==> src/icache_pkg.sv <==
// shared widths, address split, FSM/burst enums and memory-port bundles for the icache
`default_nettype none

package icache_pkg;

  // ------------------------------------------------------------------
  // widths and address split
  // ------------------------------------------------------------------
  localparam int ADDR_W     = 32;
  localparam int WORD_W     = 64;
  localparam int LINE_WORDS = 4;   // 32-byte line
  localparam int OFFSET_W   = 5;   // byte offset inside a line
  localparam int WORD_SEL_W = 2;   // addr[4:3]

  typedef logic [ADDR_W-1:0] addr_t;
  typedef logic [WORD_W-1:0] word_t;

  // ------------------------------------------------------------------
  // enums
  // ------------------------------------------------------------------
  typedef enum logic [1:0] {
    IDLE   = 2'd0,
    LOOKUP = 2'd1,
    MISS   = 2'd2,   // line request outstanding
    REFILL = 2'd3    // beats coming back
  } cache_state_e;

  typedef enum logic [2:0] {
    BYTE = 3'b001,
    HALF = 3'b010,
    WORD = 3'b100,
    LINE = 3'b111    // the only burst an icache issues
  } rd_type_e;

  // ------------------------------------------------------------------
  // memory-side bundles
  // ------------------------------------------------------------------
  typedef struct packed {
    logic     req;       // held until rd_rdy
    rd_type_e rd_type;
    addr_t    addr;      // line aligned
  } mem_rd_req_t;        // 36 bits

  typedef struct packed {
    logic  valid;
    logic  last;         // set on beat 3
    word_t data;
  } mem_ret_t;           // 66 bits

endpackage

`default_nettype wire
==> src/icache_ctrl.sv <==
// icache FSM, request buffer, data-array index select and processor-side outputs
`timescale 1ns/10ps
`default_nettype none

module icache_ctrl import icache_pkg::*; #(
  parameter int NUM_SETS = 64
) (
  input  logic                        i_clk,
  input  logic                        i_rst,
  input  logic                        i_valid,
  input  addr_t                       i_addr,
  input  logic                        i_hit,
  input  word_t                       i_hit_word,
  input  logic                        i_crit_beat,
  input  mem_ret_t                    i_mem_ret,
  input  logic                        i_rd_rdy,
  output logic                        o_addr_ok,
  output logic                        o_data_ok,
  output word_t                       o_rdata,
  output addr_t                       o_req_addr,
  output logic [$clog2(NUM_SETS)-1:0] o_set_idx,
  output logic                        o_refill,
  output logic                        o_req_fire,
  output mem_rd_req_t                 o_mem_req
);

  localparam int IDX_W = $clog2(NUM_SETS);

  cache_state_e state_q;
  cache_state_e state_d;
  addr_t        req_addr_q;
  logic         accept;
  logic         lookup_hit;

  assign lookup_hit = (state_q == LOOKUP) & i_hit;
  assign accept     = i_valid & o_addr_ok;

  // ------------------------------------------------------------------
  // state machine
  // ------------------------------------------------------------------
  always_comb begin
    state_d = state_q;
    case (state_q)
      IDLE: begin
        if (i_valid) begin
          state_d = LOOKUP;
        end
      end
      LOOKUP: begin
        if (!i_hit) begin
          state_d = MISS;
        end else if (!i_valid) begin
          state_d = IDLE;   // hit with nothing behind it
        end
      end
      MISS: begin
        if (i_rd_rdy) begin
          state_d = REFILL;
        end
      end
      REFILL: begin
        if (i_mem_ret.valid && i_mem_ret.last) begin
          state_d = IDLE;
        end
      end
      default: state_d = IDLE;
    endcase
  end

  always_ff @(posedge i_clk) begin
    if (i_rst) begin
      state_q <= IDLE;
    end else begin
      state_q <= state_d;
    end
  end

  // request buffer loads on every accepted request
  always_ff @(posedge i_clk) begin
    if (accept) begin
      req_addr_q <= i_addr;
    end
  end

  // ------------------------------------------------------------------
  // outputs
  // ------------------------------------------------------------------
  assign o_addr_ok  = (state_q == IDLE) | lookup_hit;
  assign o_data_ok  = lookup_hit | ((state_q == REFILL) & i_crit_beat);
  assign o_rdata    = (state_q == LOOKUP) ? i_hit_word : i_mem_ret.data;  // crit beat passes through
  assign o_req_addr = req_addr_q;
  assign o_refill   = (state_q == REFILL);
  assign o_req_fire = (state_q == MISS) & i_rd_rdy;

  // incoming index on accept so the sync read lands in the next LOOKUP
  assign o_set_idx = accept ? i_addr[OFFSET_W +: IDX_W] : req_addr_q[OFFSET_W +: IDX_W];

  always_comb begin
    o_mem_req.req     = (state_q == MISS);
    o_mem_req.rd_type = LINE;
    o_mem_req.addr    = {req_addr_q[ADDR_W-1:OFFSET_W], {OFFSET_W{1'b0}}};  // line aligned
  end

endmodule

`default_nettype wire

==> config.mk <==
export PLATFORM = sky130hd
export DESIGN_NAME = icache_ctrl
export DESIGN_NICKNAME = d
export VERILOG_FILES = /design/src/icache_pkg.sv /design/src/icache_ctrl.sv
export SDC_FILE = /design/constraint.sdc
export NUM_CORES = 1
export LEC_CHECK = 0
export BUFFER_PORTS_ARGS = -buffer_cell sky130_fd_sc_hd__buf_4
export CORE_AREA = 2 2 121 123
export DETAILED_ROUTE_END_ITERATION = 7
export DIE_AREA = 0 0 123 125
export MAX_ROUTING_LAYER = met4
export SLEW_MARGIN = 20
export SYNTH_ARGS = -nofsm -noshare
export SYNTH_HDL_FRONTEND = slang
export SYNTH_SLANG_ARGS = --single-unit
==> constraint.sdc <==
create_clock -name i_clk -period 2.2 [get_ports i_clk]
set_clock_uncertainty 0.1 [all_clocks]
set_input_delay 0.11 -clock i_clk [delete_from_list [all_inputs] [get_ports i_clk]]
set_output_delay 0.11 -clock i_clk [all_outputs]
set_load 0.03 [all_outputs]
# Word level (Yosys, flattened, before mapping)

Cells that the tools add are included.

Reductions and logical operators: 3
Eq/ne operators: 7
Bitwise operators: 6
Multiplexer cells: 8

Operator list:

| operator             | number |
|---|---|
| $mux W64             | 1 |
| $mux W2              | 5 |
| $pmux W2 S4          | 1 |
| $mux W6              | 1 |
| $and A1 B1 Y1        | 4 |
| $eq A2 B2 Y1 const B | 2 |
| $ne A2 B2 Y1 const B | 2 |
| $reduce_and A4 Y1    | 1 |
| $ne A3 B3 Y1 const B | 1 |
| $eq A2 B1 Y1 const B | 1 |
| $logic_not A2 Y1     | 1 |
| $ne A2 B1 Y1 const B | 1 |
| $or A1 B1 Y1         | 2 |
| $logic_and A1 B1 Y1  | 1 |

Output and inout port bits: 142
Bits in registers: 34

# Longest topological paths before layout

Word-level depth: 5
Mapped depth: 4
Gate-level depth less buffers: 3

# Worst setup path before layout

Ideal clock, no wire load.

Path type: register -> register
Start: reg with a tool-made name
End: reg req_addr_q[0], in the netlist o_req_addr[0], enable pin
Arrival: 1321 ps
Path buffers: 0
Path slack: 392 ps
Data required time: 1713 ps
Cell stages (with the launch flop): 4
Path through: dfxtp_1 -> and2b_2 -> nand2_2 -> inv_1

RTL lines:

| what                 | line              | text |
|---|---|---|
| end signal, assigned | icache_ctrl.sv:81 | `req_addr_q <= i_addr;` |
| end, declared        | icache_ctrl.sv:31 | `addr_t req_addr_q;` |

# Worst setup path after layout

Start: reg state_q[0]
End: out o_rdata[50]

Longest elaborated chain between the ends: 2

RTL lines:

| what                   | line              | text |
|---|---|---|
| start, declared        | icache_ctrl.sv:29 | `cache_state_e state_q;` |
| start signal, assigned | icache_ctrl.sv:74 | `state_q <= state_d;` |
| $eq A2 B1 Y1           | icache_ctrl.sv:90 | `assign o_rdata = (state_q == LOOKUP) ? i_hit_word : i_mem_ret.data;` |
| $mux W64               | icache_ctrl.sv:90 |  |
| end, declared          | icache_ctrl.sv:19 | `output word_t o_rdata,` |

Every way passes these cells.

==> results.md <==
- Crit path kind: flop to output port
- Startpoint types: flop
- Initial core utilization: 17.7%
- H-Tree Depth: 2
- HPWL Detailed: 7.32 mm
- Vias in the first global route: around 2,500
- CTS root buffer: clkbuf_16
- Synthesized cell area: 2520 um^2
- Die X-Extent: 123 um
- CP cell instances: nor2b_4 -> buf_12 -> mux2_4 -> buf_4
- Sequential area share after synthesis: 39.7%
- Tmin final: 2050 ps
- TritonCTS clock tree: built
- Syn Inst Count: 163
- TNS Setup: 0 ps
- CTS Buf Count: 5
- Critical-path top delay cell: dfxtp_1
- Data required, critical path: 1990 ps
- Placed cell count: 614
- WL/cell: 14.2 um
- Pwr Density: 560 nW/um^2
- Synth Area per Inst: 15.5 um^2
- Sink Count: 34
- Longest Clk Path Bufs: 2
- Vias post-DR: 2,452
- Row cnt: 44
- WL final: 9.24 mm
- Max cap viols: 0
- CP max stage delay: about 400 ps
- N_diodes: 0
- Core Region: around 14,000 um^2
- Synth warn: 0
- First-pass GRT wire length: around 13 mm
- Worst min path class: primary input to flop
- DR pass1 iterations: 6
- DRT antenna net count: 0
- Clock slew at reported path FFs: approximately 50 ps
- Crit path arrival time: 1840 ps
- Most frequent cells in the layout: 301 x buf_4, 60 x mux2_4, 32 x dlygate4sd3_1, 32 x edfxtp_1, 10 x mux2_2
- Initial antenna violation count: 0
- Residual overflow from global routing: 0
- Io pins: 310
- CP max FO: 64
- Largest net degree at the start of global routing: 65
- Later-pin clock latency in the skew report: 270 ps
- Synth unique cells: 21
- Final hold violation count: 0
- Slew Limit Fails: 0
- Ratio of cells with drive above 1 in the final layout: 82.3%
- Final Wtd Congestion: 0.734
- Final net count: 637
- FF+latch count, synth: 34
- Fin cells: roughly 650
- Initial DRC Count: 69
- Die area: 15,400 um^2
- Fillers: 1,413
- Post-CTS Resized: 0
- Setup violators final: 0
- Vias per inst: 3.75
- Tcrit/Tclk final: 93.3%
- Commonest non-fill, non-tap cell in the layout: buf_4
- VDD IR-drop max: 497 uV
- Unrepaired setup endpoints after global routing: false
- Gr usage total: 10.9%
- # DRC: 0
- FMAX: 487 MHz
- Leakage: about 0.0026 uW
- Area Growth Syn to Fin: 105%
- Die height: 125 um
- Endpoint class of the critical path: output port
- Outcome: finished, final reports clean
- I/O Buffers: 301
cell families after synthesis:
group / count (synthesis) / synth area share (%)
compound gates: 3 / 0.744
buf+inv: 43 / 15.8
flops: 34 / 39.7
mux: 71 / 40.6
other cells: 2 / 0.298
simple gates: 10 / 2.83
final timing paths:
kind | startpoint | to | slack, ps | cells past startpoint
worst max-delay path | state_q[0] | o_rdata[50] | 150 | 4
worst min-delay path | i_rst | flop | 5 | 3
worst max register to register | flop | o_req_addr[30] | 390 | 4
worst min register to register | flop | state_q[0] | 500 | 2
registers in the layout (all words and copies together) (netlist names), named ones only:
register / flops
state_q: 1
o_req_addr: 32
final cells by class:
cell class	instances	area, um^2	area share, %
Clock buffer	5	125	2.42
Tap cell	184	230	4.46
Inverter	1	3.75	0.0727
Multi-Input combinational cell	92	1150	22.2
Sequential cell	34	1000	19.4
Clock inverter	2	33.8	0.654
Timing Repair Buffer	335	2620	50.8
report_power, final:
part	total [uW]	leakage, uW	switching, uW	internal (uW)
clock network	759	0.0000773	236	523
logic	1340	0.00215	674	663
registers	796	0.000325	30.8	765
total	2890	0.00255	942	1950
per-layer routing:
metal	global-route usage (%)	part of all wire, %	vias up
li1	-	-	1155
met5	-	0	-
met2	20.0	52	176
met4	3.54	2.1	0
met3	2.60	11	10
met1	11.3	35	1111
per-stage QoR:
stage | power (uW) | utilization, % | worst slack, ps | hold slack [ps] | area [um^2]
floorplan | 1620 | - | 392 | 109 | 2540
detailed placement | 2100 | 33.0 | 365 | 189 | 4680
global route | 3000 | 36.3 | 72.5 | 14.2 | 5160
CTS | 2920 | 36.3 | 153 | 6.46 | 5160
global placement | 2100 | 33.0 | 426 | 188 | 4680
finish | 2890 | 36.3 | 147 | 4.53 | 5160
worst max-delay path: cells and delay by family (launching register included):
family	cells	cell delay, ps
buf+inv	2	530
simple gates	1	190
flops	1	400
mux	1	350
cells in the mapped netlist (all sizes together):
cell	count	area [um^2]
inv	1	3.75
o21ai	1	5.00
nand2	1	6.26
a21oi	1	5.00
nand2b	1	6.26
conb	2	7.51
nor2	1	3.75
and2b	3	26.3
dfxtp	2	40.0
and2	2	13.8
mux2i	1	10.0
a31o	1	8.76
nor2b	2	15.0
edfxtp	32	961
mux2	70	1010
buf	42	394
timing repair:
item / 4_1_cts / 5_1_grt
hold buffers: 32 / 0
setup buffers: 0 / 0
hold endpoints to repair: 32 / 0
Power figures use the tool's default switching activity.
