### config.mk
export PLATFORM = sky130hd
export DESIGN_NAME = icache_tag_array
export DESIGN_NICKNAME = d
export VERILOG_FILES = /design/src/icache_pkg.sv /design/src/icache_tag_array.sv
export SDC_FILE = /design/constraint.sdc
export NUM_CORES = 2
export LEC_CHECK = 0
export CORE_MARGIN = 1
export CORE_UTILIZATION = 36
export DETAILED_ROUTE_END_ITERATION = 8
export DONT_BUFFER_PORTS = 1
export GPL_ROUTABILITY_DRIVEN = 1
export GPL_TIMING_DRIVEN = 0
export PLACE_DENSITY_LB_ADDON = 0.25
export REMOVE_ABC_BUFFERS = 1
export SYNTH_ARGS = -nofsm -noshare
export SYNTH_HDL_FRONTEND = slang
export SYNTH_SLANG_ARGS = --single-unit
### constraint.sdc
create_clock -name i_clk -period 5.3 [get_ports i_clk]
set_clock_uncertainty 0.1 [all_clocks]
set_input_delay 0.265 -clock i_clk [delete_from_list [all_inputs] [get_ports i_clk]]
set_output_delay 0.265 -clock i_clk [all_outputs]
set_load 0.1 [all_outputs]
### src/icache_pkg.sv
// shared widths, address split, FSM/burst enums and memory-port bundles for the icache
`default_nettype none

package icache_pkg;

  // ------------------------------------------------------------------
  // widths and address split
  // ------------------------------------------------------------------
  localparam int ADDR_W     = 32;
  localparam int WORD_W     = 64;
  localparam int LINE_WORDS = 4;   // 32-byte line
  localparam int OFFSET_W   = 5;   // byte offset inside a line
  localparam int WORD_SEL_W = 2;   // addr[4:3]

  typedef logic [ADDR_W-1:0] addr_t;
  typedef logic [WORD_W-1:0] word_t;

  // ------------------------------------------------------------------
  // enums
  // ------------------------------------------------------------------
  typedef enum logic [1:0] {
    IDLE   = 2'd0,
    LOOKUP = 2'd1,
    MISS   = 2'd2,   // line request outstanding
    REFILL = 2'd3    // beats coming back
  } cache_state_e;

  typedef enum logic [2:0] {
    BYTE = 3'b001,
    HALF = 3'b010,
    WORD = 3'b100,
    LINE = 3'b111    // the only burst an icache issues
  } rd_type_e;

  // ------------------------------------------------------------------
  // memory-side bundles
  // ------------------------------------------------------------------
  typedef struct packed {
    logic     req;       // held until rd_rdy
    rd_type_e rd_type;
    addr_t    addr;      // line aligned
  } mem_rd_req_t;        // 36 bits

  typedef struct packed {
    logic  valid;
    logic  last;         // set on beat 3
    word_t data;
  } mem_ret_t;           // 66 bits

endpackage

`default_nettype wire
### src/icache_tag_array.sv
// two-way tag/valid store with combinational hit compare and refill update
`timescale 1ns/10ps
`default_nettype none

module icache_tag_array import icache_pkg::*; #(
  parameter int NUM_SETS = 64
) (
  input  logic  i_clk,
  input  logic  i_rst,
  input  addr_t i_req_addr,
  input  logic  i_fill_done,
  input  logic  i_fill_way,
  output logic  o_hit,
  output logic  o_hit_way
);

  localparam int NUM_WAYS = 2;
  localparam int IDX_W    = $clog2(NUM_SETS);
  localparam int TAG_W    = ADDR_W - OFFSET_W - IDX_W;  // everything above the index

  logic [TAG_W-1:0]    tag_q   [NUM_WAYS][NUM_SETS];
  logic [NUM_SETS-1:0] valid_q [NUM_WAYS];
  logic [IDX_W-1:0]    req_idx;
  logic [TAG_W-1:0]    req_tag;
  logic [NUM_WAYS-1:0] way_hit;

  assign req_idx = i_req_addr[OFFSET_W +: IDX_W];
  assign req_tag = i_req_addr[ADDR_W-1 -: TAG_W];

  // ------------------------------------------------------------------
  // storage
  // ------------------------------------------------------------------
  always_ff @(posedge i_clk) begin
    if (i_rst) begin
      for (int w = 0; w < NUM_WAYS; w++) begin
        valid_q[w] <= '0;   // cold cache
      end
    end else if (i_fill_done) begin
      valid_q[i_fill_way][req_idx] <= 1'b1;
    end
  end

  always_ff @(posedge i_clk) begin
    if (i_fill_done) begin
      tag_q[i_fill_way][req_idx] <= req_tag;  // written with the last beat
    end
  end

  // ------------------------------------------------------------------
  // compare against the held request
  // ------------------------------------------------------------------
  always_comb begin
    for (int w = 0; w < NUM_WAYS; w++) begin
      way_hit[w] = valid_q[w][req_idx] && (tag_q[w][req_idx] == req_tag);
    end
  end

  assign o_hit     = |way_hit;
  assign o_hit_way = way_hit[1];  // ways never both match

endmodule

`default_nettype wire

## Word-level counts from Yosys, hierarchy flattened

Memories as Yosys holds them, arrays and structs flattened.
Cells that the tools add are included.

| operators by class | value |
|---|---|
| order comparisons | 4 |
| equality and inequality tests | 2 |
| multiplexer cells | 23 |
| bitwise logic cells | 1 |
| reductions and logical operators | 6 |

Operator list:

| kind | number |
|---|---|
| 1344-bit 2-to-1 mux | 1 |
| 21-bit binary-select mux with 6-bit select | 2 |
| 64-bit 2-to-1 mux | 3 |
| 21-bit demux with 6-bit select | 1 |
| 21-bit 2-to-1 mux | 5 |
| 64-bit OR reduction | 1 |
| 21-bit == test | 2 |
| 1-bit binary-select mux with 6-bit select | 2 |
| 1-bit 2-to-1 mux | 8 |
| 7-bit greater-or-equal comparator, second input constant | 1 |
| 6-bit by 7-bit < comparator with 1-bit output, second input constant | 1 |
| 7-bit by 1-bit < comparator with 1-bit output, second input constant | 1 |
| 6-bit NOT with 7-bit output | 1 |
| 1-bit demux with 6-bit select | 1 |
| 6-bit by 1-bit greater-or-equal comparator with 1-bit output, second input constant | 1 |
| 1-bit logical AND | 4 |
| 2-bit OR reduction | 1 |

| storage, ports and cells | value |
|---|---|
| register bits after elaboration | 0 |
| bits in writable memories | 2816 |
| output and inout port bits | 2 |
| word-level logic and storage cells | 38 |
| memories kept | 2 |

Memory list:

| name | words | width | read ports | clocked after memory_dff | write ports | RTL line | RTL |
|---|---|---|---|---|---|---|---|
| tag_q | 2 | 1344 | 2 | 0 | 1 | icache_tag_array.sv:21 | `logic [TAG_W-1:0] tag_q [NUM_WAYS][NUM_SETS];` |
| valid_q | 2 | 64 | 2 | 0 | 2 | icache_tag_array.sv:22 | `logic [NUM_SETS-1:0] valid_q [NUM_WAYS];` |

## Logic depth before layout (Yosys ltp)

| depth | value |
|---|---|
| depth after elaboration | 7 |
| depth in mapped cells | 15 |
| gate-level depth less buffers | 9 |

## Worst setup path before layout

Ideal clock, no wire load.

| path | value |
|---|---|
| kind | input-to-output |
| from | input i_req_addr[7] |
| to | output o_hit |
| arrival | 4.131 ns |
| data required time | 4.935 ns |
| slack | 0.804 ns |
| cell stages on the path | 13 |
| buffers on the path | 4 |
| cells stage by stage | buf_2 buf_6 buf_2 clkbuf_1 mux4_2 a22oi_1 nand4_1 nor2_1 xor2_1 nand2_1 a311oi_1 nand4_1 o41ai_2 |

| on the way | value |
|---|---|
| longest elaborated chain between the ends | 7 |

RTL lines:

| what | RTL line | RTL |
|---|---|---|
| start: declaration | icache_tag_array.sv:10 | `input addr_t i_req_addr,` |
| 6-bit NOT with 7-bit output (not written as such) | icache_tag_array.sv:54 | `way_hit[w] = valid_q[w][req_idx] && (tag_q[w][req_idx] == req_tag);` |
| 21-bit binary-select mux with 6-bit select | icache_tag_array.sv:54 |  |
| 21-bit 2-to-1 mux (not written as such) (2 in a row) | icache_tag_array.sv:54 |  |
| 21-bit == test | icache_tag_array.sv:54 |  |
| 1-bit logical AND | icache_tag_array.sv:54 |  |
| 2-bit OR reduction * | icache_tag_array.sv:58 | `assign o_hit = \|way_hit;` |
| end: declaration | icache_tag_array.sv:13 | `output logic o_hit,` |

Every way passes the cells marked *; elsewhere a longest branch is shown, timed or not. The select of a mux whose other input is x is not followed.

## Worst setup path after layout

| path | value |
|---|---|
| from | input i_req_addr[6] |
| to | output o_hit |

The elaborated chain is that of the path after synthesis.

==> impl_metrics.yaml <==
status:
  outcome: "finished with violations"
  failed_checks: "capacitance limit, slew limit, setup timing"
clock_tree:
  cts-buffers-inserted: 283
  clock_path_buffers: 4
  ctsHtreeMaxLevel: 5
  cts_tree: "yes"
  cts.reportedPaths.clkPinSlew_ns: 0.06
  insertion_delay_of_the_later_clocked_pin_in_the_worst_skew_pair_ns: 0.84
  clockRootBuffer: "clkbuf_16"
  clock-sinks: 2816
setup_path:
  worst_setup_slack_for_register_to_register_paths_ns: 4.05
  critical_path_required_ns: 4.93
  path_class: "in2out"
  element_type_at_the_critical_path_end: "output port"
  crit_fanout: 247
  worstPathArrival_ns: 5.22
  worst_setup_path_start_kind: "input port"
sta:
  fin_hold_ws_ns: 0.0730
  setup_tns_ns: -0.402
  timing_hold_violations_final: 0
  grt_setup_unrepaired: "no"
  post-route-period-util: 1.05
  worst-slew-pin-transition_ns: 1.75
  setup_viol: 2
  clock.fmax_mhz: 179
  timing.final.ws_setup_ns: -0.282
  timing.final.crit_period_ns: 5.58
  maxSlewViolCount: 16
  worst_slew_margin_rel: -0.168
yosys:
  synthesis.yosys.warnings: 0
  ys_seq_elements: 2816
  mapped_avg_cell_area_um2: 19.3
  number_of_distinct_library_cell_variants_in_the_gate_level_netlist_after_synthesis: 80
  postSynthCellCount: 5561
  synth-edff-count: 2688
  synthFlopType: "edfxtp_1"
  proportion_of_synthesized_chip_area_in_sequential_cells: 0.776
  mappedNetlistArea_um2: 107000
  postSynth.asyncResetShare: 0
layout:
  final_common_cell: "edfxtp_1"
  fillCellCount: 25800
  most_frequent_cells_in_the_layout: "2688 x edfxtp_1, 371 x mux4_2, 340 x a22oi_1"
  layout_utilization: 0.426
  final_layout_size_suffix_gt1_frac: 0.221
  design.final.nets: 5833
  synthesis_to_finish_area_growth_pct: 17.7
power_and_ir_drop:
  p_leak_nw: 39.0
  total_power_mw: 46.2
  power_per_cell_area_nw_per_um2: 365
  ir_worst_vdd_uv: 316
die:
  starting_utilization_of_the_core_area: 0.362
  io_pins: 38
  placeableCoreArea_um2: 297000
  die_height_um: 548
  num_rows: 200
  die_w_um: 548
  design.die.area_um2: 300000
placed_design:
  buffer_ports.inserted: 0
  gp_congestion: 0.795
  dp_hpwl_mm: 199
grt:
  first_global_vias: 57300
  number_of_antenna_violations_at_the_first_check_in_global_routing: 30
  grt-ovfl-total: 0
  grt_util_all_layers: 0.231
  grt_first_pass_wirelength_mm: 481
  pin_count_of_the_biggest_net_entering_global_routing: 513
routing:
  post_drt_via_cell_ratio: 5.97
  post_drt_wl_per_cell_um: 36.0
  detailedRoute.firstIterationViolations: 8584
  first_pass_iters: 7
  postRouteWirelength_mm: 359
  route.vias.total: 59500
  antenna_left: 0
  residual_drc: 0
hold_path:
  timing.hold.worst.class: "in2reg"
job:
  drv_cap: 1
repair_timing:
action                     4_1_cts  5_1_grt
setup endpoints to repair        2        2
setup buffers                    2        0
gates cloned                     9        9
hold endpoints to repair      3171        0
hold buffers                    49        0
gates resized for setup         17       11
pin swaps                        9        4
logic make-up after synthesis:
| logic type | count (synthesis) | share of synthesized area |
|---|---|---|
| XOR/XNOR | 39 | 0.00318 |
| AO/OA/AOI/OAI | 932 | 0.0658 |
| flip-flops | 2816 | 0.776 |
| AND/OR/NAND/NOR | 769 | 0.0338 |
| buffers and inverters | 368 | 0.0178 |
| multiplexers | 637 | 0.104 |
critical path, cell delays in order:
cell and delay [ns]:
and2_2 0.85, a221o_1 0.43, a222oi_1 0.69, o22ai_1 0.46, nor4_1 0.43, xor2_1 0.19
nand3_1 0.23, o41ai_4 0.72, buf_16 0.25
path summary, 6_finish.rpt:
check	startpoint	cells past startpoint	to
min reg2reg	valid_q[1][23]	2	valid_q[1][23]
max	i_req_addr[6]	9	o_hit
max reg2reg	valid_q[0][32]	3	valid_q[0][32]
min	i_fill_done	2	tag_q[1][762]
registers in the layout, indices dropped and copies added (netlist names):
register  flops
valid_q     128
tag_q      2688
cells in the mapped netlist (all sizes together) (23+ instances only):
library cell	number	area (µm²)
nor3	23	115
edfxtp	2688	80700
nor2	404	1520
mux4	371	8360
nand4	54	338
a21oi	96	480
buf	220	1350
a22oi	344	2580
mux2i	161	1610
nand3	42	210
o21ai	74	370
a22o	37	324
a221o	45	450
o22ai	49	307
a222oi	27	270
clkbuf	141	529
dfxtp	128	2560
a221oi	145	1280
mux2	105	1190
xor2	26	228
nand2	113	424
power breakdown:
part / leakage (nW) / total, mW / internal [mW] / switching (mW)
Clock: 4.22 / 19.2 / 10.8 / 8.41
Sequential: 25.2 / 24.5 / 24.4 / 0.0197
Combinational: 9.61 / 2.49 / 0.815 / 1.67
final cells by class:
class                   count  area (µm²)  area share
repair buffers            311        5880      0.0465
diodes                     11        27.5    0.000218
clock buffers             371        7650      0.0606
multi-input cells        2378       23500       0.186
well taps                3939        4930      0.0390
inverters                   7        65.1    0.000515
clock inverters           128         978     0.00774
flip-flops and latches   2816       83300       0.659
stage by stage:
| stage | cells | setup slack, ns | area (µm²) |
|---|---|---|---|
| after floorplan | 5200 | -2.13 | 105000 |
| after global placement | 9139 | -15.34 | 110000 |
| after detailed placement | 9379 | -2.42 | 116000 |
| after CTS | 9938 | 0.0103 | 126000 |
| after global routing | 9954 | 0.0130 | 126000 |
| final | 9961 | -0.282 | 126000 |
per-layer routing:
metal / wire length, µm / track usage / up-vias
li1: - / - / 23700
met3: 33400 / 0.0470 / 630
met2: 172000 / 0.379 / 3320
met4: 15400 / 0.0856 / 32
met5: 227 / 0 / -
met1: 138000 / 0.305 / 31800
(Power assumes the default switching activity.)
