**config.mk**
```make
export PLATFORM = sky130hd
export DESIGN_NAME = icache_miss_unit
export DESIGN_NICKNAME = d
export VERILOG_FILES = /design/src/icache_pkg.sv /design/src/icache_miss_unit.sv
export SDC_FILE = /design/constraint.sdc
export NUM_CORES = 1
export LEC_CHECK = 0
export BUFFER_PORTS_ARGS = -buffer_cell sky130_fd_sc_hd__buf_2
export CAP_MARGIN = 20
export CORE_AREA = 4 4 66 68
export CTS_CLUSTER_SIZE = 10
export DETAILED_ROUTE_END_ITERATION = 8
export DIE_AREA = 0 0 70 72
export PLACE_DENSITY_LB_ADDON = 0.1
export SLEW_MARGIN = 10
export SYNTH_ARGS = -nofsm -noshare
export SYNTH_HDL_FRONTEND = slang
export SYNTH_SLANG_ARGS = --single-unit
```
**constraint.sdc**
```tcl
create_clock -name i_clk -period 2.85 [get_ports i_clk]
set_clock_uncertainty 0.2 [all_clocks]
set_input_delay 0.285 -clock i_clk [delete_from_list [all_inputs] [get_ports i_clk]]
set_output_delay 0.285 -clock i_clk [all_outputs]
set_load 0.005 [all_outputs]
```
**src/icache_pkg.sv**
```systemverilog
// shared widths, address split, FSM/burst enums and memory-port bundles for the icache
`default_nettype none

package icache_pkg;

  // ------------------------------------------------------------------
  // widths and address split
  // ------------------------------------------------------------------
  localparam int ADDR_W     = 32;
  localparam int WORD_W     = 64;
  localparam int LINE_WORDS = 4;   // 32-byte line
  localparam int OFFSET_W   = 5;   // byte offset inside a line
  localparam int WORD_SEL_W = 2;   // addr[4:3]

  typedef logic [ADDR_W-1:0] addr_t;
  typedef logic [WORD_W-1:0] word_t;

  // ------------------------------------------------------------------
  // enums
  // ------------------------------------------------------------------
  typedef enum logic [1:0] {
    IDLE   = 2'd0,
    LOOKUP = 2'd1,
    MISS   = 2'd2,   // line request outstanding
    REFILL = 2'd3    // beats coming back
  } cache_state_e;

  typedef enum logic [2:0] {
    BYTE = 3'b001,
    HALF = 3'b010,
    WORD = 3'b100,
    LINE = 3'b111    // the only burst an icache issues
  } rd_type_e;

  // ------------------------------------------------------------------
  // memory-side bundles
  // ------------------------------------------------------------------
  typedef struct packed {
    logic     req;       // held until rd_rdy
    rd_type_e rd_type;
    addr_t    addr;      // line aligned
  } mem_rd_req_t;        // 36 bits

  typedef struct packed {
    logic  valid;
    logic  last;         // set on beat 3
    word_t data;
  } mem_ret_t;           // 66 bits

endpackage

`default_nettype wire
```
**src/icache_miss_unit.sv**
```systemverilog
// refill beat counter, victim way pointer and fill-write / critical-word generation
`timescale 1ns/10ps
`default_nettype none

module icache_miss_unit import icache_pkg::*; #(
  parameter int NUM_SETS = 64
) (
  input  logic                        i_clk,
  input  logic                        i_rst,
  input  addr_t                       i_req_addr,
  input  logic                        i_refill,
  input  logic                        i_req_fire,
  input  mem_ret_t                    i_mem_ret,
  output logic                        o_fill_we,
  output logic                        o_fill_way,
  output logic [$clog2(NUM_SETS)-1:0] o_fill_set,
  output logic [WORD_SEL_W-1:0]       o_fill_word_sel,
  output word_t                       o_fill_word,
  output logic                        o_fill_done,
  output logic                        o_crit_beat
);

  localparam int IDX_W = $clog2(NUM_SETS);

  logic [WORD_SEL_W-1:0] beat_q;     // index of the next beat
  logic                  victim_q;   // way to replace
  logic                  beat_in;

  assign beat_in = i_refill & i_mem_ret.valid;

  // ------------------------------------------------------------------
  // counters
  // ------------------------------------------------------------------
  always_ff @(posedge i_clk) begin
    if (i_rst || i_req_fire) begin
      beat_q <= '0;
    end else if (beat_in) begin
      beat_q <= beat_q + 1'b1;
    end
  end

  // flips once per completed line
  always_ff @(posedge i_clk) begin
    if (i_rst) begin
      victim_q <= 1'b0;
    end else if (o_fill_done) begin
      victim_q <= ~victim_q;
    end
  end

  // ------------------------------------------------------------------
  // fill writes
  // ------------------------------------------------------------------
  assign o_fill_we       = beat_in;
  assign o_fill_way      = victim_q;
  assign o_fill_set      = i_req_addr[OFFSET_W +: IDX_W];
  assign o_fill_word_sel = beat_q;        // beats arrive in word order
  assign o_fill_word     = i_mem_ret.data;
  assign o_fill_done     = beat_in & i_mem_ret.last;

  // beat carrying the word the processor asked for
  assign o_crit_beat = beat_in & (beat_q == i_req_addr[OFFSET_W-1 -: WORD_SEL_W]);

endmodule

`default_nettype wire

```
Word-level counts from Yosys, hierarchy flattened
Cells that the tools add are included.
Storage, ports and cells
  flip-flop bits (word level): 3
  input bits: 102
  logic and storage cells: 9
Operators by class
  add/sub/neg operators: 1
  equality and inequality tests: 1
  bitwise operators: 4
  reductions and logical operators: 1
Operators by type and width (number)
  $and 1x1->1: 3
  $add 2x1->2 const B: 1
  $eq 2x2->1: 1
  $logic_or 1x1->1: 1
  $not 1->1: 1

Longest topological paths before layout
Gate-level depths: netlist (run 1).
  depth in word-level cells: 2
  mapped depth: 2
  gate-level depth less buffers: 2

Worst setup path before layout (run 1)
OpenSTA, ideal clock, no wires.
  kind: register to output
  start: register beat_q[0], in the netlist o_fill_word_sel[0]
  end: output port o_crit_beat
  arrival: 0.657 ns
  data required time: 2.365 ns
  path slack: 1.708 ns
  cell stages (with the launch flop): 3
  buffers on the path: 0
  cell sequence: dfxtp_1 -> xnor2_1 -> and3_1
Between the ends
  longest elaborated chain between the ends: 2
Ends and longest elaborated chain
  from (decl): RTL line icache_miss_unit.sv:25  | logic [WORD_SEL_W-1:0] beat_q;
  from (signal assigned): RTL line icache_miss_unit.sv:38  | beat_q <= beat_q + 1'b1;
  $eq 2x2->1: RTL line icache_miss_unit.sv:62  | assign o_crit_beat = beat_in & (beat_q == i_req_addr[OFFSET_W-1 -: WORD_SEL_W]);
  $and 1x1->1: RTL line icache_miss_unit.sv:62
  to (decl): RTL line icache_miss_unit.sv:20  | output logic o_crit_beat
No other way between the ends.

Final worst setup path (run 1)
Same ends and word-level chain as after synthesis.

==> results by group, run 1 <==
Status
  – Outcome: finished clean

Clock tree
  – CTS H-tree depth: 1
  – Cts hold-fix bufs: 0
  – Postcts setup bufs: 0
  – Post_cts resized: 0
  – Worst skew pair latency: 0.21 ns
  – CTS tree: built
  – Clk slew on worst S/H paths: 0.03 ns
  – Root Driver: clkbuf_8
  – Number of buffers created by CTS: 3
  – Clock buffer depth: 2
  – Clk sinks: 3

Die
  – Rows: 23
  – Die footprint: 5040 sq um
  – Die X: 70 um
  – Starting density of the core: 18.5%
  – Die H: 72 um
  – Core area: 3860 sq um
  – I/O Pins: 178

Timing
  – Final hold slack: 0.0764 ns
  – Max-slew headroom: 87.3%
  – Hold Vio Cnt, Final: 0
  – Fin Setup TNS: 0 ns
  – Actual slew at the worst max-slew pin: 0.191 ns
  – Final setup vio count: 0
  – Max Clk Rate: 0.666 GHz
  – Slew Limit Fails: 0
  – Tcrit/Tclk final: 52.7%
  – Fin crit period: 1.50 ns
  – RSZ-0062 raised after global routing: no

Routing
  – Vias per std cell: 3.26
  – Antenna viol nets, final: 0
  – Avg WL per Cell: 13.0 um
  – Drt drc: 0
  – Final WL: 1110 um
  – DR iter-0 viols: 9
  – Vias: 277
  – Drt pass-1 iters: 3

Placed design
  – Port buffer count: 13
  – Final HPWL from detailed placement: 866 um
  – Placer Congestion: 0.608

Synth
  – Leading area contributor after synthesis: buf_4
  – Count leader, synth: buf_4
  – Yosys cell types: 16
  – Synth warnings: 0
  – Post-synthesis sequential area ratio: 8.44%
  – Ys flop type: dfxtp_1
  – Synth area leaders: buf_4, dfxtp_1, xnor2_1, mux2_4, a211oi_2
  – Post-synth top area share: 73.8%
  – Mapped Area: 712 sq um
  – Synth Register Bits: 3
  – EDFF count, synth: 0
  – Post-Syn Instances: 88
  – Share of flip-flops with an asynchronous set or reset: 0%
  – Synth Net Count: 190
  – Commonest cells post-synth: buf_4, dfxtp_1, xnor2_1
  – Synthesized area per cell: 8.09 sq um

Hold path
  – Worst Hold Depth: 2
  – Worst Hold Class: in -> reg

Power and ir drop
  – Reg power frac: 24.0%
  – Psw: 0.0371 mW
  – Leakage power: 0.150 nW
  – Peak supply drop: 0.321 mV
  – Int Pwr: 0.150 mW
  – Pwr dens: 522 nW/um^2
  – Sw frac: 19.8%
  – Logic pwr share: 10.7%
  – Clock share of power: 65.3%

GRT
  – GRT met2 Usage: 3.57%
  – Overflow after GRT: 0
  – Initial antenna violation count: 0
  – First-pass GRT wire length: 1510 um
  – Pin count of the biggest net entering global routing: 6
  – Met1 usage: 3.75%
  – Gr busiest metal: met4
  – GRT met3 Usage: 5.26%
  – Gr usage total: 4.21%
  – Vias in the first global route: 271

Layout
  – Nets: 138
  – Synth-to-layout area growth: -49.6%
  – Layout fillers: 471
  – Share of layout cells above drive strength 1: 57.1%
  – Ant. Diodes: 0

Job
  – MaxCap Viol Count: 0

Worst setup path
  – Crit path max fanout: 5
  – CP Data Arrival Time: 1.02 ns
  – Worst-case reg-to-reg path depth: 2
  – CP Class: reg -> out
  – WP data required: 2.37 ns
  – Crit end category: primary output
  – CP Launch Type: flip-flop
[power by group through the flow]
stage	clock [mW]	sequential, mW	combinational, mW
final	0.122	0.0451	0.0200
after global routing	0.131	0.0453	0.0221
after CTS	0.127	0.0451	0.0203
after detailed placement	0	0.0456	0.0201
after global placement	0	0.0457	0.0203
after floorplan	0	0.0454	0.0879
[logic make-up (layout without fill, tap and decap cells)]
family	after synthesis	after routing	synth area share, %
compound gates	2	2	3.16
buf+inv	70	17	73.8
mux	2	2	3.69
xor+xnor	2	2	2.46
flops	3	3	8.44
simple gates	9	9	8.44
[per-layer routing]
layer / vias up / routed length [um]
met5: - / 0
met4: 0 / 151
met3: 24 / 272
met2: 48 / 310
met1: 107 / 373
li1: 98 / -
[critical path: stages, from the launching register on]
cell and delay, ns:
dfxtp_1 0.40, xnor2_1 0.14, and3_1 0.16, buf_2 0.10
[worst paths after layout]
path / start / end / slack, ns
setup / recovery: o_fill_word_sel[0] / o_crit_beat / 1.35
hold / removal: i_req_fire / o_fill_word_sel[0] / 0.08
setup reg to reg: o_fill_word_sel[0] / o_fill_word_sel[1] / 1.69
hold reg to reg: o_fill_way / o_fill_way / 0.38
[registers in the layout, summed over array words and instances (netlist names)]
signal           cells
o_fill_way           1
o_fill_word_sel      2
[layout make-up]
class                           count  area (sq um)  area share, %
Multi-Input combinational cell     15           126           35.2
Timing Repair Buffer               13          65.1           18.1
Tap cell                           50          62.6           17.4
Sequential cell                     3          60.1           16.7
Clock buffer                        4          45.0           12.5
[per-stage QoR]
step / setup WS [ns] / instance area [sq um] / util [%] / power [mW] / instances
2_1_floorplan: 1.71 / 712 / - / 0.133 / 88
3_3_place_gp: 1.50 / 314 / 8.14 / 0.0660 / 81
3_5_place_dp: 1.50 / 314 / 8.14 / 0.0657 / 81
4_1_cts: 1.33 / 359 / 9.31 / 0.192 / 85
5_1_grt: 1.27 / 359 / 9.31 / 0.199 / 85
6_report: 1.35 / 359 / 9.31 / 0.187 / 85
[cell usage in the layout (no fill, tap or decap), types with 2 or more instances in the layout]
| cell type | count |
|---|---|
| xnor2_1 | 2 |
| buf_2 | 13 |
| dfxtp_1 | 3 |
| clkbuf_8 | 3 |
Note: power is estimated with default switching activity, not from simulation.
==> run 2, diff against run 1 <==
Settings changed: CORE_AREA 4 4 66 68 to 4 4 67 69, DIE_AREA 0 0 70 72 to 0 0 71 73.
Clock period 2.85 ns to 1.22 ns, I/O delays scaled along.
==> run 2 against run 1 <==
Critical path type unchanged. Routed wire length is 11% higher. The run now ends with setup timing left. Clock power rose by 140%. Sequential share of layout area shrank 0.72 points.
==> results by group, run 2 (same netlist as run 1, synthesis figures left out) <==
Power and ir drop
  – Leakage power: 0.175 nW (was 0.150 nW)
  – Pwr dens: 1110 nW/um^2 (was 522 nW/um^2)
  – Peak supply drop: 0.305 mV (was 0.321 mV)

Clock tree
  – Clk sinks: 3 (unchanged)
  – Clock buffer depth: 2 (unchanged)
  – CTS tree: built (unchanged)
  – CTS H-tree depth: 1 (unchanged)
  – Clk slew on worst S/H paths: 0.03 ns (about the same)
  – Number of buffers created by CTS: 3 (unchanged)
  – Root Driver: clkbuf_8 (unchanged)
  – Worst skew pair latency: 0.21 ns (about the same)

Timing
  – Max-slew headroom: 89.5% (was 87.3%)
  – Tcrit/Tclk final: 102%
  – Actual slew at the worst max-slew pin: 0.157 ns (was 0.191 ns)
  – RSZ-0062 raised after global routing: yes (was no)
  – Slew Limit Fails: 0 (unchanged)
  – Final setup vio count: 1 (was 0)
  – Max Clk Rate: 0.800 GHz
  – Fin crit period: 1.25 ns
  – Final worst-path setup slack: -0.0305 ns (was 1.35 ns)
  – Hold Vio Cnt, Final: 0 (unchanged)

Layout
  – Nets: 142 (was 138)
  – Share of layout cells above drive strength 1: 64.1% (was 57.1%)
  – Reg area: 65.1 sq um (was 60.1 sq um)
  – Non-filler instance count after layout: 89 (was 85)
  – Layout fillers: 476 (was 471)
  – Synth-to-layout area growth: -42.9% (was -49.6%)
  – Max FFs per register: 2 (unchanged)
  – Most frequent cells in the layout: buf_2, clkbuf_8, dlygate4sd3_1, buf_4 (was buf_2, clkbuf_8, dfxtp_1)
  – Multi-input logic area: 134 sq um (was 126 sq um)
  – Ant. Diodes: 0 (unchanged)
  – Commonest non-fill, non-tap cell in the layout: buf_2 (unchanged)

Routing
  – Avg WL per Cell: 13.8 um (was 13.0 um)
  – Top Metal Used: met4 (unchanged)
  – Vias per std cell: 3.21 (was 3.26)
  – WL met3: 277 um (was 272 um)
  – Met2 WL: 338 um (was 310 um)
  – Antenna viol nets, final: 0 (unchanged)
  – Met1 wire length: 440 um (was 373 um)
  – Vias: 286 (was 277)
  – Final WL: 1230 um (was 1110 um)
  – DR iter-0 viols: 14 (was 9)
  – Drt pass-1 iters: 3 (unchanged)
  – Drt drc: 0 (unchanged)

Worst setup path
  – Crit end category: primary output (unchanged)
  – CP Class: reg -> out (unchanged)
  – CP Launch Type: flip-flop (unchanged)
  – Slowest-stage cell, CP: dfxtp_4 (was dfxtp_1)
  – Crit-path cells: xnor2_1 > and3_1 > buf_2 (unchanged)
  – CP Data Arrival Time: 0.93 ns (was 1.02 ns)
  – Crit path max fanout: 2 (was 5)
  – Worst-case reg-to-reg path depth: 3 (was 2)
  – WP data required: 0.90 ns (was 2.37 ns)
  – Crit path largest cell delay: 0.33 ns (was 0.40 ns)

Placed design
  – Port buffer count: 13 (unchanged)
  – Final HPWL from detailed placement: 930 um (was 866 um)
  – Placer Congestion: 0.669 (was 0.608)
  – Pre-CTS setup slack: 0.0588 ns (was 1.50 ns)
  – Placed cells: 81 (unchanged)

Hold path
  – Worst Hold Depth: 3 (was 2)
  – Worst Hold Class: in -> reg (unchanged)

Die
  – Starting density of the core: 18.2% (was 18.5%)
  – Die X: 71 um (was 70 um)
  – Core area: 3910 sq um (was 3860 sq um)
  – Rows: 23 (unchanged)
  – Die footprint: 5180 sq um (was 5040 sq um)
  – I/O Pins: 178 (unchanged)
  – Die H: 73 um (was 72 um)

GRT
  – First-pass GRT wire length: 1740 um (was 1510 um)
  – Vias in the first global route: 305 (was 271)
  – Gr usage total: 4.72% (was 4.21%)
  – Initial antenna violation count: 0 (unchanged)
  – Overflow after GRT: 0 (unchanged)
  – Pin count of the biggest net entering global routing: 6 (unchanged)

Status
  – Outcome: finished, violations left (was finished clean)
  – Failing checks: setup timing

Job
  – MaxCap Viol Count: 0 (unchanged)
-- run 2: timing repair --
| action | in CTS | in global routing |
|---|---|---|
| hold buffers | 2 | 0 |
| resized for setup | 4 | 0 |
| buffers inserted | 2 | 0 |
| hold endpoints to repair | 1 | 0 |
| pin swaps | 3 | 0 |
| cloned | 0 | 0 |
| setup endpoints to repair | 1 | 2 |
-- run 2: final timing paths --
| path | start | end | slack (ns) |
|---|---|---|---|
| hold reg to reg | o_fill_way | o_fill_way | 0.38 |
| hold / removal | i_mem_ret[65] | o_fill_word_sel[0] | 0.03 |
| setup reg to reg | o_fill_word_sel[1] | o_fill_word_sel[1] | 0.03 |
| setup / recovery | o_fill_word_sel[0] | o_crit_beat | -0.03 |
-- run 2: worst max-delay path, delay by kind of cell, from the launching register on --
| family | cells | cell delay [ns] |
|---|---|---|
| and+or+nand+nor | 1 | 0.15 |
| DFF | 1 | 0.33 |
| buffers and inverters | 1 | 0.12 |
| xor gates and xnor gates | 1 | 0.11 |
-- run 2: area by class of cell --
| type | count | share of cell area, % |
|---|---|---|
| multi-input cells | 15 | 32.9 |
| repair buffers | 17 | 24.6 |
| flip-flops and latches | 3 | 16.0 |
| well taps | 50 | 15.4 |
| clock buffers | 4 | 11.1 |
-- run 2: power breakdown --
group / switching [mW] / internal, mW / total (mW)
combinational: 0.0245 / 0.0334 / 0.0579
clock: 0.0690 / 0.223 / 0.292
sequential: 0.00228 / 0.101 / 0.103
total: 0.0958 / 0.357 / 0.453
-- run 2: through the flow --
stage          utilization [%]  power, mW  hold WS (ns)  setup TNS (ns)  cell area, sq um
2_1_floorplan                -      0.312       -0.0134               0               712
3_3_place_gp              8.02      0.155        0.0440               0               314
3_5_place_dp              8.02      0.155        0.0440               0               314
4_1_cts                   10.4      0.462        0.0259         -0.0381               407
5_1_grt                   10.4      0.485        0.0342         -0.0671               407
6_report                  10.4      0.453        0.0311         -0.0305               407
-- run 2: routing by layer --
layer	vias to the layer above	global-route usage [%]
met3	26	4.82
met2	40	3.30
met5	-	0
li1	107	-
met4	0	8.77
met1	113	4.60
